`config.mk`:
```
export PLATFORM = sky130hd
export DESIGN_NAME = qspi_xip_top
export DESIGN_NICKNAME = d
export VERILOG_FILES = /design/src/hw/qspi_link_pkg.sv /design/src/hw/qspi_bus_pkg.sv /design/src/hw/qspi_xip_top.sv /design/src/hw/qspi_cfg_regs.sv /design/src/hw/nor_read_seq.sv /design/src/hw/qspi_io.sv
export VERILOG_INCLUDE_DIRS = /design/src /design/src/include
export SDC_FILE = /design/constraint.sdc
export NUM_CORES = 1
export LEC_CHECK = 0
export BUFFER_PORTS_ARGS = -buffer_cell sky130_fd_sc_hd__buf_2
export CORE_MARGIN = 4
export CORE_UTILIZATION = 35
export CTS_BUF_LIST = sky130_fd_sc_hd__clkbuf_2
export CTS_CLUSTER_SIZE = 12
export DETAILED_ROUTE_END_ITERATION = 16
export GPL_TIMING_DRIVEN = 1
export PLACE_DENSITY_LB_ADDON = 0.2
export SKIP_CTS_REPAIR_TIMING = 1
export SLEW_MARGIN = 10
export SYNTH_ARGS = -nofsm -noshare
export SYNTH_HDL_FRONTEND = slang
export SYNTH_SLANG_ARGS = --single-unit
```
`constraint.sdc`:
```
create_clock -name clk -period 3.4 [get_ports clk]
set_input_delay 0.51 -clock clk [delete_from_list [all_inputs] [get_ports clk]]
set_output_delay 0.51 -clock clk [all_outputs]
set_load 0.02 [all_outputs]
```
`src/include/qspi_settings.svh`:
```
`ifndef QSPI_SETTINGS_SVH
`define QSPI_SETTINGS_SVH

// flash byte address, 3-byte addressing only
`define QSPI_NOR_ADDR_W 24

`define QSPI_BUS_W 32
`define QSPI_REG_ADDR_W 3

// register offsets
`define QSPI_NORCMD_OFS 0
`define QSPI_NORCSR_OFS 2

`define QSPI_DMY_CNT_W 4
`define QSPI_NORCSR_W 12

`define QSPI_SCLK_IDLE 1'b0 // mode 0 idle level

`endif
```
`src/hw/qspi_link_pkg.sv`:
```
package qspi_link_pkg;

    typedef enum logic [1:0] {
        LANE_X1 = 2'd0,
        LANE_X2 = 2'd1,
        LANE_X4 = 2'd2
    } lane_width_e;

    // cmd/addr/data lane widths, NORCSR[2:0]
    typedef enum logic [2:0] {
        MODE_111 = 3'd0,
        MODE_112 = 3'd1,
        MODE_114 = 3'd2,
        MODE_122 = 3'd3,
        MODE_144 = 3'd4,
        MODE_222 = 3'd5,
        MODE_444 = 3'd6
    } read_mode_e;

    typedef enum logic [2:0] {
        IO_IDLE,
        IO_TX,
        IO_RX,
        IO_DMY_O,
        IO_DMY_I
    } io_state_e;

    typedef enum logic [2:0] {
        SEQ_IDLE,
        SEQ_PREP,
        SEQ_CMD,
        SEQ_ADDR,
        SEQ_DMY,
        SEQ_DATA
    } seq_state_e;

endpackage

```
`src/hw/qspi_bus_pkg.sv`:
```
`include "qspi_settings.svh"

package qspi_bus_pkg;

    // bus access size
    typedef enum logic [1:0] {
        ACC_1B = 2'd0,
        ACC_2B = 2'd1,
        ACC_4B = 2'd2
    } acc_e;

    // register map, unlisted offsets fault
    typedef enum logic [`QSPI_REG_ADDR_W-1:0] {
        REG_NORCMD = `QSPI_NORCMD_OFS,
        REG_NORCSR = `QSPI_NORCSR_OFS
    } reg_addr_e;

endpackage

```
`src/hw/qspi_xip_top.sv`:
```
`include "qspi_settings.svh"

module qspi_xip_top (
    input  logic                        clk,
    input  logic                        rstn,
    input  logic [`QSPI_NOR_ADDR_W-1:0] nor_addr,
    input  logic                        nor_w_rb,
    input  qspi_bus_pkg::acc_e          nor_acc,
    input  logic                        nor_req,
    output logic [`QSPI_BUS_W-1:0]      nor_rdata,
    output logic                        nor_resp,
    output logic                        nor_fault,
    input  logic [`QSPI_REG_ADDR_W-1:0] reg_addr,
    input  logic                        reg_w_rb,
    input  qspi_bus_pkg::acc_e          reg_acc,
    input  logic [`QSPI_BUS_W-1:0]      reg_wdata,
    input  logic                        reg_req,
    output logic [`QSPI_BUS_W-1:0]      reg_rdata,
    output logic                        reg_resp,
    output logic                        reg_fault,
    output logic                        spi_csb,
    output logic                        spi_sclk,
    output logic [3:0]                  spi_dir,
    output logic [3:0]                  spi_mosi,
    input  logic [3:0]                  spi_miso
);
    import qspi_link_pkg::*;

    // cfg to sequencer and serializer
    lane_width_e                cmd_width;
    lane_width_e                addr_width;
    lane_width_e                data_width;
    logic [7:0]                 cmd_octet;
    logic [`QSPI_DMY_CNT_W-1:0] dmy_cnt;
    logic                       dmy_dir;
    logic [3:0]                 dmy_pattern;

    // sequencer to serializer
    lane_width_e                width;
    logic                       tx_req;
    logic [7:0]                 tx_byte;
    logic                       tx_done;
    logic                       rx_req;
    logic [7:0]                 rx_byte;
    logic                       rx_done;
    logic                       dmy_req;
    logic                       dmy_done;

    qspi_cfg_regs u_cfg_regs (.*);

    nor_read_seq u_read_seq (.*);

    qspi_io u_io (.*);

endmodule

```
`src/hw/qspi_cfg_regs.sv`:
```
`include "qspi_settings.svh"

module qspi_cfg_regs (
    input  logic                        clk,
    input  logic                        rstn,
    input  logic [`QSPI_REG_ADDR_W-1:0] reg_addr,
    input  logic                        reg_w_rb,
    input  qspi_bus_pkg::acc_e          reg_acc,
    input  logic [`QSPI_BUS_W-1:0]      reg_wdata,
    input  logic                        reg_req,
    output logic [`QSPI_BUS_W-1:0]      reg_rdata,
    output logic                        reg_resp,
    output logic                        reg_fault,
    output qspi_link_pkg::lane_width_e  cmd_width,
    output qspi_link_pkg::lane_width_e  addr_width,
    output qspi_link_pkg::lane_width_e  data_width,
    output logic [7:0]                  cmd_octet,
    output logic [`QSPI_DMY_CNT_W-1:0]  dmy_cnt,
    output logic                        dmy_dir,
    output logic [3:0]                  dmy_pattern
);
    import qspi_bus_pkg::*;
    import qspi_link_pkg::*;

    logic [7:0]                norcmd;
    logic [`QSPI_NORCSR_W-1:0] norcsr; // pattern 11:8, count 7:4, dir 3, mode 2:0
    logic                      invld;
    logic                      hit;
    read_mode_e                mode;

    always_comb begin
        case (reg_addr)
            REG_NORCMD: invld = (reg_acc != ACC_1B);
            REG_NORCSR: invld = (reg_acc != ACC_2B);
            default:    invld = 1'b1;
        endcase
    end

    assign reg_fault = reg_req & invld;
    assign hit       = reg_req & ~invld;

    always_ff @(posedge clk) begin
        if (!rstn) begin
            norcmd   <= 8'd0;
            norcsr   <= '0;
            reg_resp <= 1'b0;
        end else begin
            reg_resp <= hit;
            if (hit && reg_w_rb && reg_addr == REG_NORCMD) begin
                norcmd <= reg_wdata[7:0];
            end else if (hit && reg_w_rb) begin
                norcsr <= reg_wdata[`QSPI_NORCSR_W-1:0];
            end
        end
    end

    always_ff @(posedge clk) begin
        if (hit && !reg_w_rb && reg_addr == REG_NORCMD) begin
            reg_rdata <= {{(`QSPI_BUS_W-8){1'b0}}, norcmd};
        end else if (hit && !reg_w_rb) begin
            reg_rdata <= {{(`QSPI_BUS_W-`QSPI_NORCSR_W){1'b0}}, norcsr};
        end
    end

    assign cmd_octet   = norcmd;
    assign dmy_pattern = norcsr[11:8];
    assign dmy_cnt     = norcsr[4 +: `QSPI_DMY_CNT_W];
    assign dmy_dir     = norcsr[3]; // 1 drives the pattern
    assign mode        = read_mode_e'(norcsr[2:0]);

    // mode 7 falls back to 111
    always_comb begin
        cmd_width  = LANE_X1;
        addr_width = LANE_X1;
        data_width = LANE_X1;
        case (mode)
            MODE_112: data_width = LANE_X2;
            MODE_114: data_width = LANE_X4;
            MODE_122: begin
                addr_width = LANE_X2;
                data_width = LANE_X2;
            end
            MODE_144: begin
                addr_width = LANE_X4;
                data_width = LANE_X4;
            end
            MODE_222: begin
                cmd_width  = LANE_X2;
                addr_width = LANE_X2;
                data_width = LANE_X2;
            end
            MODE_444: begin
                cmd_width  = LANE_X4;
                addr_width = LANE_X4;
                data_width = LANE_X4;
            end
            default: ;
        endcase
    end

endmodule

```
`src/hw/nor_read_seq.sv`:
```
`include "qspi_settings.svh"

module nor_read_seq (
    input  logic                        clk,
    input  logic                        rstn,
    input  logic [`QSPI_NOR_ADDR_W-1:0] nor_addr,
    input  logic                        nor_w_rb,
    input  qspi_bus_pkg::acc_e          nor_acc,
    input  logic                        nor_req,
    output logic [`QSPI_BUS_W-1:0]      nor_rdata,
    output logic                        nor_resp,
    output logic                        nor_fault,
    input  qspi_link_pkg::lane_width_e  cmd_width,
    input  qspi_link_pkg::lane_width_e  addr_width,
    input  qspi_link_pkg::lane_width_e  data_width,
    input  logic [7:0]                  cmd_octet,
    input  logic [`QSPI_DMY_CNT_W-1:0]  dmy_cnt,
    output qspi_link_pkg::lane_width_e  width,
    output logic                        tx_req,
    output logic [7:0]                  tx_byte,
    input  logic                        tx_done,
    output logic                        rx_req,
    input  logic [7:0]                  rx_byte,
    input  logic                        rx_done,
    output logic                        dmy_req,
    input  logic                        dmy_done,
    output logic                        spi_csb
);
    import qspi_bus_pkg::*;
    import qspi_link_pkg::*;

    logic                        invld;
    logic                        accept;
    logic [`QSPI_NOR_ADDR_W-1:0] req_addr;
    acc_e                        req_acc;
    logic [1:0]                  last_idx;
    seq_state_e                  state;
    seq_state_e                  next_state;
    logic [`QSPI_DMY_CNT_W-1:0]  cnt;
    logic [`QSPI_DMY_CNT_W-1:0]  next_cnt;
    logic                        rx_q;
    logic                        last_q;
    logic [1:0]                  byte_idx;

    assign invld = nor_w_rb
                || (nor_addr[0] && nor_acc != ACC_1B)
                || (nor_addr[1:0] == 2'd2 && nor_acc == ACC_4B);
    assign nor_fault = nor_req & invld;
    assign accept    = nor_req & ~invld & (state == SEQ_IDLE);

    always_comb begin
        case (req_acc)
            ACC_4B:  last_idx = 2'd3;
            ACC_2B:  last_idx = 2'd1;
            default: last_idx = 2'd0;
        endcase
    end

    // requests go out in the done cycle so items run back to back
    always_comb begin
        next_state = state;
        next_cnt   = cnt;
        width      = addr_width; // also the dummy width
        tx_req     = 1'b0;
        tx_byte    = cmd_octet;
        rx_req     = 1'b0;
        dmy_req    = 1'b0;
        case (state)
            SEQ_IDLE: begin
                if (accept) begin
                    next_state = SEQ_PREP;
                end
            end
            SEQ_PREP: begin
                width      = cmd_width;
                tx_req     = 1'b1;
                next_state = SEQ_CMD;
            end
            SEQ_CMD: begin
                if (tx_done) begin
                    tx_req     = 1'b1;
                    tx_byte    = req_addr[23:16];
                    next_state = SEQ_ADDR;
                    next_cnt   = 'd2;
                end
            end
            SEQ_ADDR: begin
                if (tx_done && cnt != 'd0) begin
                    tx_req   = 1'b1;
                    tx_byte  = (cnt == 'd2) ? req_addr[15:8] : req_addr[7:0];
                    next_cnt = cnt - 'd1;
                end else if (tx_done && dmy_cnt != 'd0) begin
                    dmy_req    = 1'b1;
                    next_state = SEQ_DMY;
                    next_cnt   = dmy_cnt;
                end else if (tx_done) begin
                    width      = data_width;
                    rx_req     = 1'b1;
                    next_state = SEQ_DATA;
                    next_cnt   = `QSPI_DMY_CNT_W'(last_idx);
                end
            end
            SEQ_DMY: begin
                if (dmy_done && cnt == 'd1) begin
                    width      = data_width;
                    rx_req     = 1'b1;
                    next_state = SEQ_DATA;
                    next_cnt   = `QSPI_DMY_CNT_W'(last_idx);
                end else if (dmy_done) begin
                    dmy_req  = 1'b1;
                    next_cnt = cnt - 'd1;
                end
            end
            SEQ_DATA: begin
                width = data_width;
                if (rx_done && cnt == 'd0) begin
                    next_state = SEQ_IDLE;
                end else if (rx_done) begin
                    rx_req   = 1'b1;
                    next_cnt = cnt - 'd1;
                end
            end
            default: next_state = SEQ_IDLE;
        endcase
    end

    always_ff @(posedge clk) begin
        if (!rstn) begin
            state    <= SEQ_IDLE;
            cnt      <= '0;
            spi_csb  <= 1'b1;
            rx_q     <= 1'b0;
            last_q   <= 1'b0;
            nor_resp <= 1'b0;
        end else begin
            state <= next_state;
            cnt   <= next_cnt;
            if (next_state == SEQ_PREP) begin
                spi_csb <= 1'b0;
            end else if (next_state == SEQ_IDLE) begin
                spi_csb <= 1'b1;
            end
            rx_q     <= rx_done && (state == SEQ_DATA);
            last_q   <= rx_done && (state == SEQ_DATA) && (cnt == 'd0);
            nor_resp <= last_q; // last byte lands in rdata with it
        end
    end

    // little endian, first byte to 7:0
    always_ff @(posedge clk) begin
        if (accept) begin
            req_addr  <= nor_addr;
            req_acc   <= nor_acc;
            nor_rdata <= '0;
            byte_idx  <= 2'd0;
        end else if (rx_q) begin
            nor_rdata[8*byte_idx +: 8] <= rx_byte;
            byte_idx                   <= byte_idx + 2'd1;
        end
    end

    a_resp_after_data: assert property (@(posedge clk) disable iff (!rstn)
        nor_resp == ($past(state, 2) == SEQ_DATA && $past(state) != SEQ_DATA));

endmodule

```
`src/hw/qspi_io.sv`:
```
`include "qspi_settings.svh"

module qspi_io (
    input  logic                       clk,
    input  logic                       rstn,
    input  qspi_link_pkg::lane_width_e width,
    input  logic                       tx_req,
    input  logic [7:0]                 tx_byte,
    output logic                       tx_done,
    input  logic                       rx_req,
    output logic [7:0]                 rx_byte,
    output logic                       rx_done,
    input  logic                       dmy_req,
    input  logic                       dmy_dir,
    input  logic [3:0]                 dmy_pattern,
    output logic                       dmy_done,
    output logic                       spi_sclk,
    output logic [3:0]                 spi_dir,
    output logic [3:0]                 spi_mosi,
    input  logic [3:0]                 spi_miso
);
    import qspi_link_pkg::*;

    io_state_e   state;
    logic [3:0]  cnt;
    logic [3:0]  first_cnt;
    logic        last;
    lane_width_e cur_width;
    logic [7:0]  tx_hold;
    logic [3:0]  lane_mask;

    // two cycles per bit time
    always_comb begin
        case (width)
            LANE_X1: first_cnt = 4'd15;
            LANE_X2: first_cnt = 4'd7;
            default: first_cnt = 4'd3;
        endcase
    end

    assign last = (cnt == 4'd0); // idle or final cycle of an item

    always_ff @(posedge clk) begin
        if (!rstn) begin
            state     <= IO_IDLE;
            cnt       <= 4'd0;
            cur_width <= LANE_X1;
        end else if (last) begin
            cur_width <= width;
            if (tx_req) begin
                state <= IO_TX;
                cnt   <= first_cnt;
            end else if (rx_req) begin
                state <= IO_RX;
                cnt   <= first_cnt;
            end else if (dmy_req) begin
                state <= dmy_dir ? IO_DMY_O : IO_DMY_I;
                cnt   <= 4'd1;
            end else begin
                state <= IO_IDLE;
            end
        end else begin
            cnt <= cnt - 4'd1;
        end
    end

    always_ff @(posedge clk) begin
        if (last && tx_req) begin
            tx_hold <= tx_byte;
        end
    end

    assign tx_done  = (state == IO_TX) && last;
    assign rx_done  = (state == IO_RX) && last;
    assign dmy_done = (state == IO_DMY_O || state == IO_DMY_I) && last;

    // low half then high half of each bit
    assign spi_sclk = (state == IO_IDLE) ? `QSPI_SCLK_IDLE : ~cnt[0];

    always_comb begin
        case (cur_width)
            LANE_X1: lane_mask = 4'b0001;
            LANE_X2: lane_mask = 4'b0011;
            default: lane_mask = 4'b1111;
        endcase
    end

    assign spi_dir = (state == IO_TX || state == IO_DMY_O) ? lane_mask : 4'b0000;

    always_comb begin
        spi_mosi = 4'b0000;
        if (state == IO_TX) begin
            case (cur_width)
                LANE_X1: spi_mosi = {3'b000, tx_hold[cnt[3:1]]};
                LANE_X2: spi_mosi = {2'b00, tx_hold[{cnt[2:1], 1'b0} +: 2]};
                default: spi_mosi = tx_hold[{cnt[1], 2'b00} +: 4];
            endcase
        end else if (state == IO_DMY_O) begin
            spi_mosi = dmy_pattern;
        end
    end

    // x1 data comes back on io1
    always_ff @(posedge clk) begin
        if (state == IO_RX) begin
            case (cur_width)
                LANE_X1: rx_byte[cnt[3:1]] <= spi_miso[1];
                LANE_X2: rx_byte[{cnt[2:1], 1'b0} +: 2] <= spi_miso[1:0];
                default: rx_byte[{cnt[1], 2'b00} +: 4] <= spi_miso;
            endcase
        end
    end

    a_one_req: assert property (@(posedge clk) disable iff (!rstn)
        $onehot0({tx_req, rx_req, dmy_req}));

    a_req_when_free: assert property (@(posedge clk) disable iff (!rstn)
        (tx_req || rx_req || dmy_req) |-> last);

endmodule

```
==> flow_summary_export.csv <==
group,metric,value,unit
sta,setup_violations,0,
global_route,overflow,0,
floorplan,core_region_area,0.0180,mm2
power,cellPowerDensity,442,mW/mm2
worst_setup_path,end_kind,"output pin",
placement,port_buffers,110,
floorplan,fp.dieArea,0.0205,mm2
sta,rsz0062_at_grt,"no",
detailed_routing,ant_nets,0,
worst_setup_path,worst-path-max-fanout,17,
logic_synthesis,synth.cell_area,0.00640,mm2
power,leakagePower,0.00298,uW
logic_synthesis,netlist_instances,662,
cells_and_area,final_common_cell,"buf_2",
logic_synthesis,synth_cell_types,67,
clock_network,cts.sinks,129,
clock_network,cts-root-buf,"clkbuf_2",
global_route,antenna_found_initial,1,
sta,max_freq,321,MHz
placement,post_dp_cell_area,0.00714,mm2
detailed_routing,viasPerCell,5.13,
cells_and_area,drive_gt1_share,22.6,%
global_route,grt_use_met3,3.55,%
worst_setup_path,r2r_slack,650,ps
detailed_routing,initialDrtViolationCount,381,
logic_synthesis,ys_seq_area_share,48.2,%
flow_run,maxCapViolations,0,
sta,maxSlewViolCount,0,
detailed_routing,drc_errors,0,
worst_setup_path,crit_path_start,"u_io.cnt[3]",
clock_network,clock_path_buffers,2,
logic_synthesis,synth-edff-count,50,
sta,fin_worst_skew,36.7,ps
status,outcome,"complete, no violations",
sta,period_minus_slack,3110,ps
cells_and_area,fin_nets,891,
power,vdd_drop_max,0.000221,V
logic_synthesis,syn_area_per_cell,9.66,um2
sta,min_period_over_period,91.6,%
logic_synthesis,ys_seq_elements,129,
floorplan,ios,151,
clock_network,cts_max_level,4,
global_route,grt_use_total,16.3,%
placement,dp_hpwl,12400,um
floorplan,start_util,35.6,%
sta,fin_tns_setup,0,ps
sta,finalHoldViolCount,0,
global_route,grt-busiest-layer,"met2",
logic_synthesis,async_reset_ff_share,0,%
clock_network,cts_tree,"yes",
cells_and_area,area_growth,19.5,%
detailed_routing,routed_wl,16900,um
placement,place.gp.congestion,0.850,
logic_synthesis,yosys_warnings,0,
detailed_routing,vias,5363,
hold_path,min_from,"reg_wdata[11]",
global_route,grt_pass1_wl,26400,um
logic_synthesis,synth_flop_cell,"dfxtp_1",
floorplan,rows,49,
floorplan,die_h,143,um
global_route,met2_usage,28.0,%
global_route,first_global_vias,5197,
detailed_routing,first_pass_iters,5,
clock_network,cts.clk_slew.worst_paths,200,ps
worst_setup_path,worstPathRequired,2890,ps
sta,worst_slew_pin_slew,682,ps
global_route,grt_max_degree,46,
worst_setup_path,arrival,2600,ps
detailed_routing,avgRoutedWirePerCell,16.2,um
global_route,met1_usage,20.1,%
hold_path,hold_path.class,"in2reg",
cells_and_area,mostFrequentLayoutCells,"110 x buf_2, 88 x nor2_1, 79 x dfxtp_1, 58 x nand2_1, 50 x edfxtp_1",
sta,slew-limit-headroom,54.1,%
clock_network,cts_buffers,17,
placement,dp_worst_setup_slack,737,ps
sta,hold_slack,58.5,ps
clock_network,clock_latency,690,ps
power,power,3380,uW
worst_setup_path,critPathKind,"reg2out",
sta,timing.final.ws_setup,287,ps
cells_and_area,stdcell_area,0.00765,mm2
worst_setup_path,r2r_start,"u_io.cnt[0]",
worst_setup_path,startpoint_type,"flip-flop",
floorplan,fp.dieW,143,um
==> through the flow <==
stage,util (%),std cells
after floorplan,-,681
after global placement,39.8,984
after detailed placement,39.8,984
after CTS,41.0,1016
after global routing,42.6,1045
final,42.6,1045
==> critical path, cell delays in order, from the launching register on <==
cell and delay, ps:
dfxtp_1 760, a21oi_1 100, a311oi_1 270, o21ai_0 120, a221oi_1 430, buf_2 260
==> power by group <==
part,leakage [uW],switching (uW),internal (uW)
logic,0.00173,473,292
registers,0.00111,67.3,1660
clock network,0.000139,610,271
total,0.00298,1150,2230
==> worst paths after layout <==
path	to	depth (start not counted)
max	spi_mosi[0]	5
max reg2reg	u_io.cnt[3]	9
min reg2reg	u_read_seq.nor_resp	1
min	u_cfg_regs.norcsr[11]	3
==> synth_stat cells (3+ instances only) <==
master | n | area (um2)
dfxtp_1 | 79 | 1580
nand4_1 | 3 | 18.8
mux2i_1 | 33 | 330
clkinv_1 | 3 | 11.3
nand2b_1 | 15 | 93.8
mux2_2 | 9 | 101
or3_1 | 4 | 25.0
inv_1 | 18 | 67.6
o31ai_1 | 3 | 22.5
a22oi_1 | 35 | 263
a21oi_1 | 25 | 125
nor4_1 | 6 | 37.5
ha_1 | 16 | 200
o211ai_1 | 12 | 90.1
and2_1 | 7 | 43.8
or3b_2 | 4 | 35.0
nor2b_1 | 10 | 62.6
a31oi_1 | 3 | 18.8
edfxtp_1 | 50 | 1500
a211o_1 | 3 | 26.3
nand3b_1 | 6 | 45.0
buf_2 | 5 | 25.0
nor3b_1 | 5 | 37.5
or3b_1 | 3 | 26.3
a221oi_1 | 3 | 26.3
nor4b_1 | 3 | 26.3
xnor2_1 | 3 | 26.3
nand3_1 | 21 | 105
a32oi_1 | 3 | 26.3
nor2_1 | 88 | 330
buf_4 | 21 | 158
o21ai_0 | 35 | 175
clkbuf_1 | 22 | 82.6
nor3_1 | 5 | 25.0
nand2_1 | 58 | 218
==> per-layer routing <==
metal | up-vias | part of all wire, %
li1 | 2641 | -
met4 | 0 | 2.1
met1 | 2534 | 43
met3 | 22 | 5.0
met5 | - | 0
met2 | 166 | 50
==> area by class of cell <==
cell class,count,area (um2)
fillers,1786,10300
flip-flops and latches,129,3080
multi-input cells,479,3010
repair buffers,154,963
well taps,229,287
clock inverters,15,134
clock buffers,17,85.1
inverters,21,78.8
diodes,1,2.50
==> logic make-up after synthesis <==
logic type	Yosys count	share of synthesized area [%]
other	1	0.0586
and+or+nand+nor	247	19.2
DFF	129	48.2
AOI/OAI and AO/OA	149	15.9
adders and majority gates	16	3.13
buffers and inverters	73	5.85
muxes	43	7.10
xor gates and xnor gates	4	0.548
==> sequential cells by signal (all words and copies together), names as in the netlist, 3 cells and up <==
register	count
u_read_seq.state	3
u_read_seq.cnt	4
u_io.rx_byte	8
u_io.tx_hold	8
u_io.cnt	4
u_cfg_regs.cmd_octet	8
u_cfg_regs.reg_rdata	12
u_io.state	3
u_cfg_regs.norcsr	12
u_read_seq.nor_rdata	32
u_read_seq.req_addr	24
Note: power is estimated with default switching activity, not from simulation.
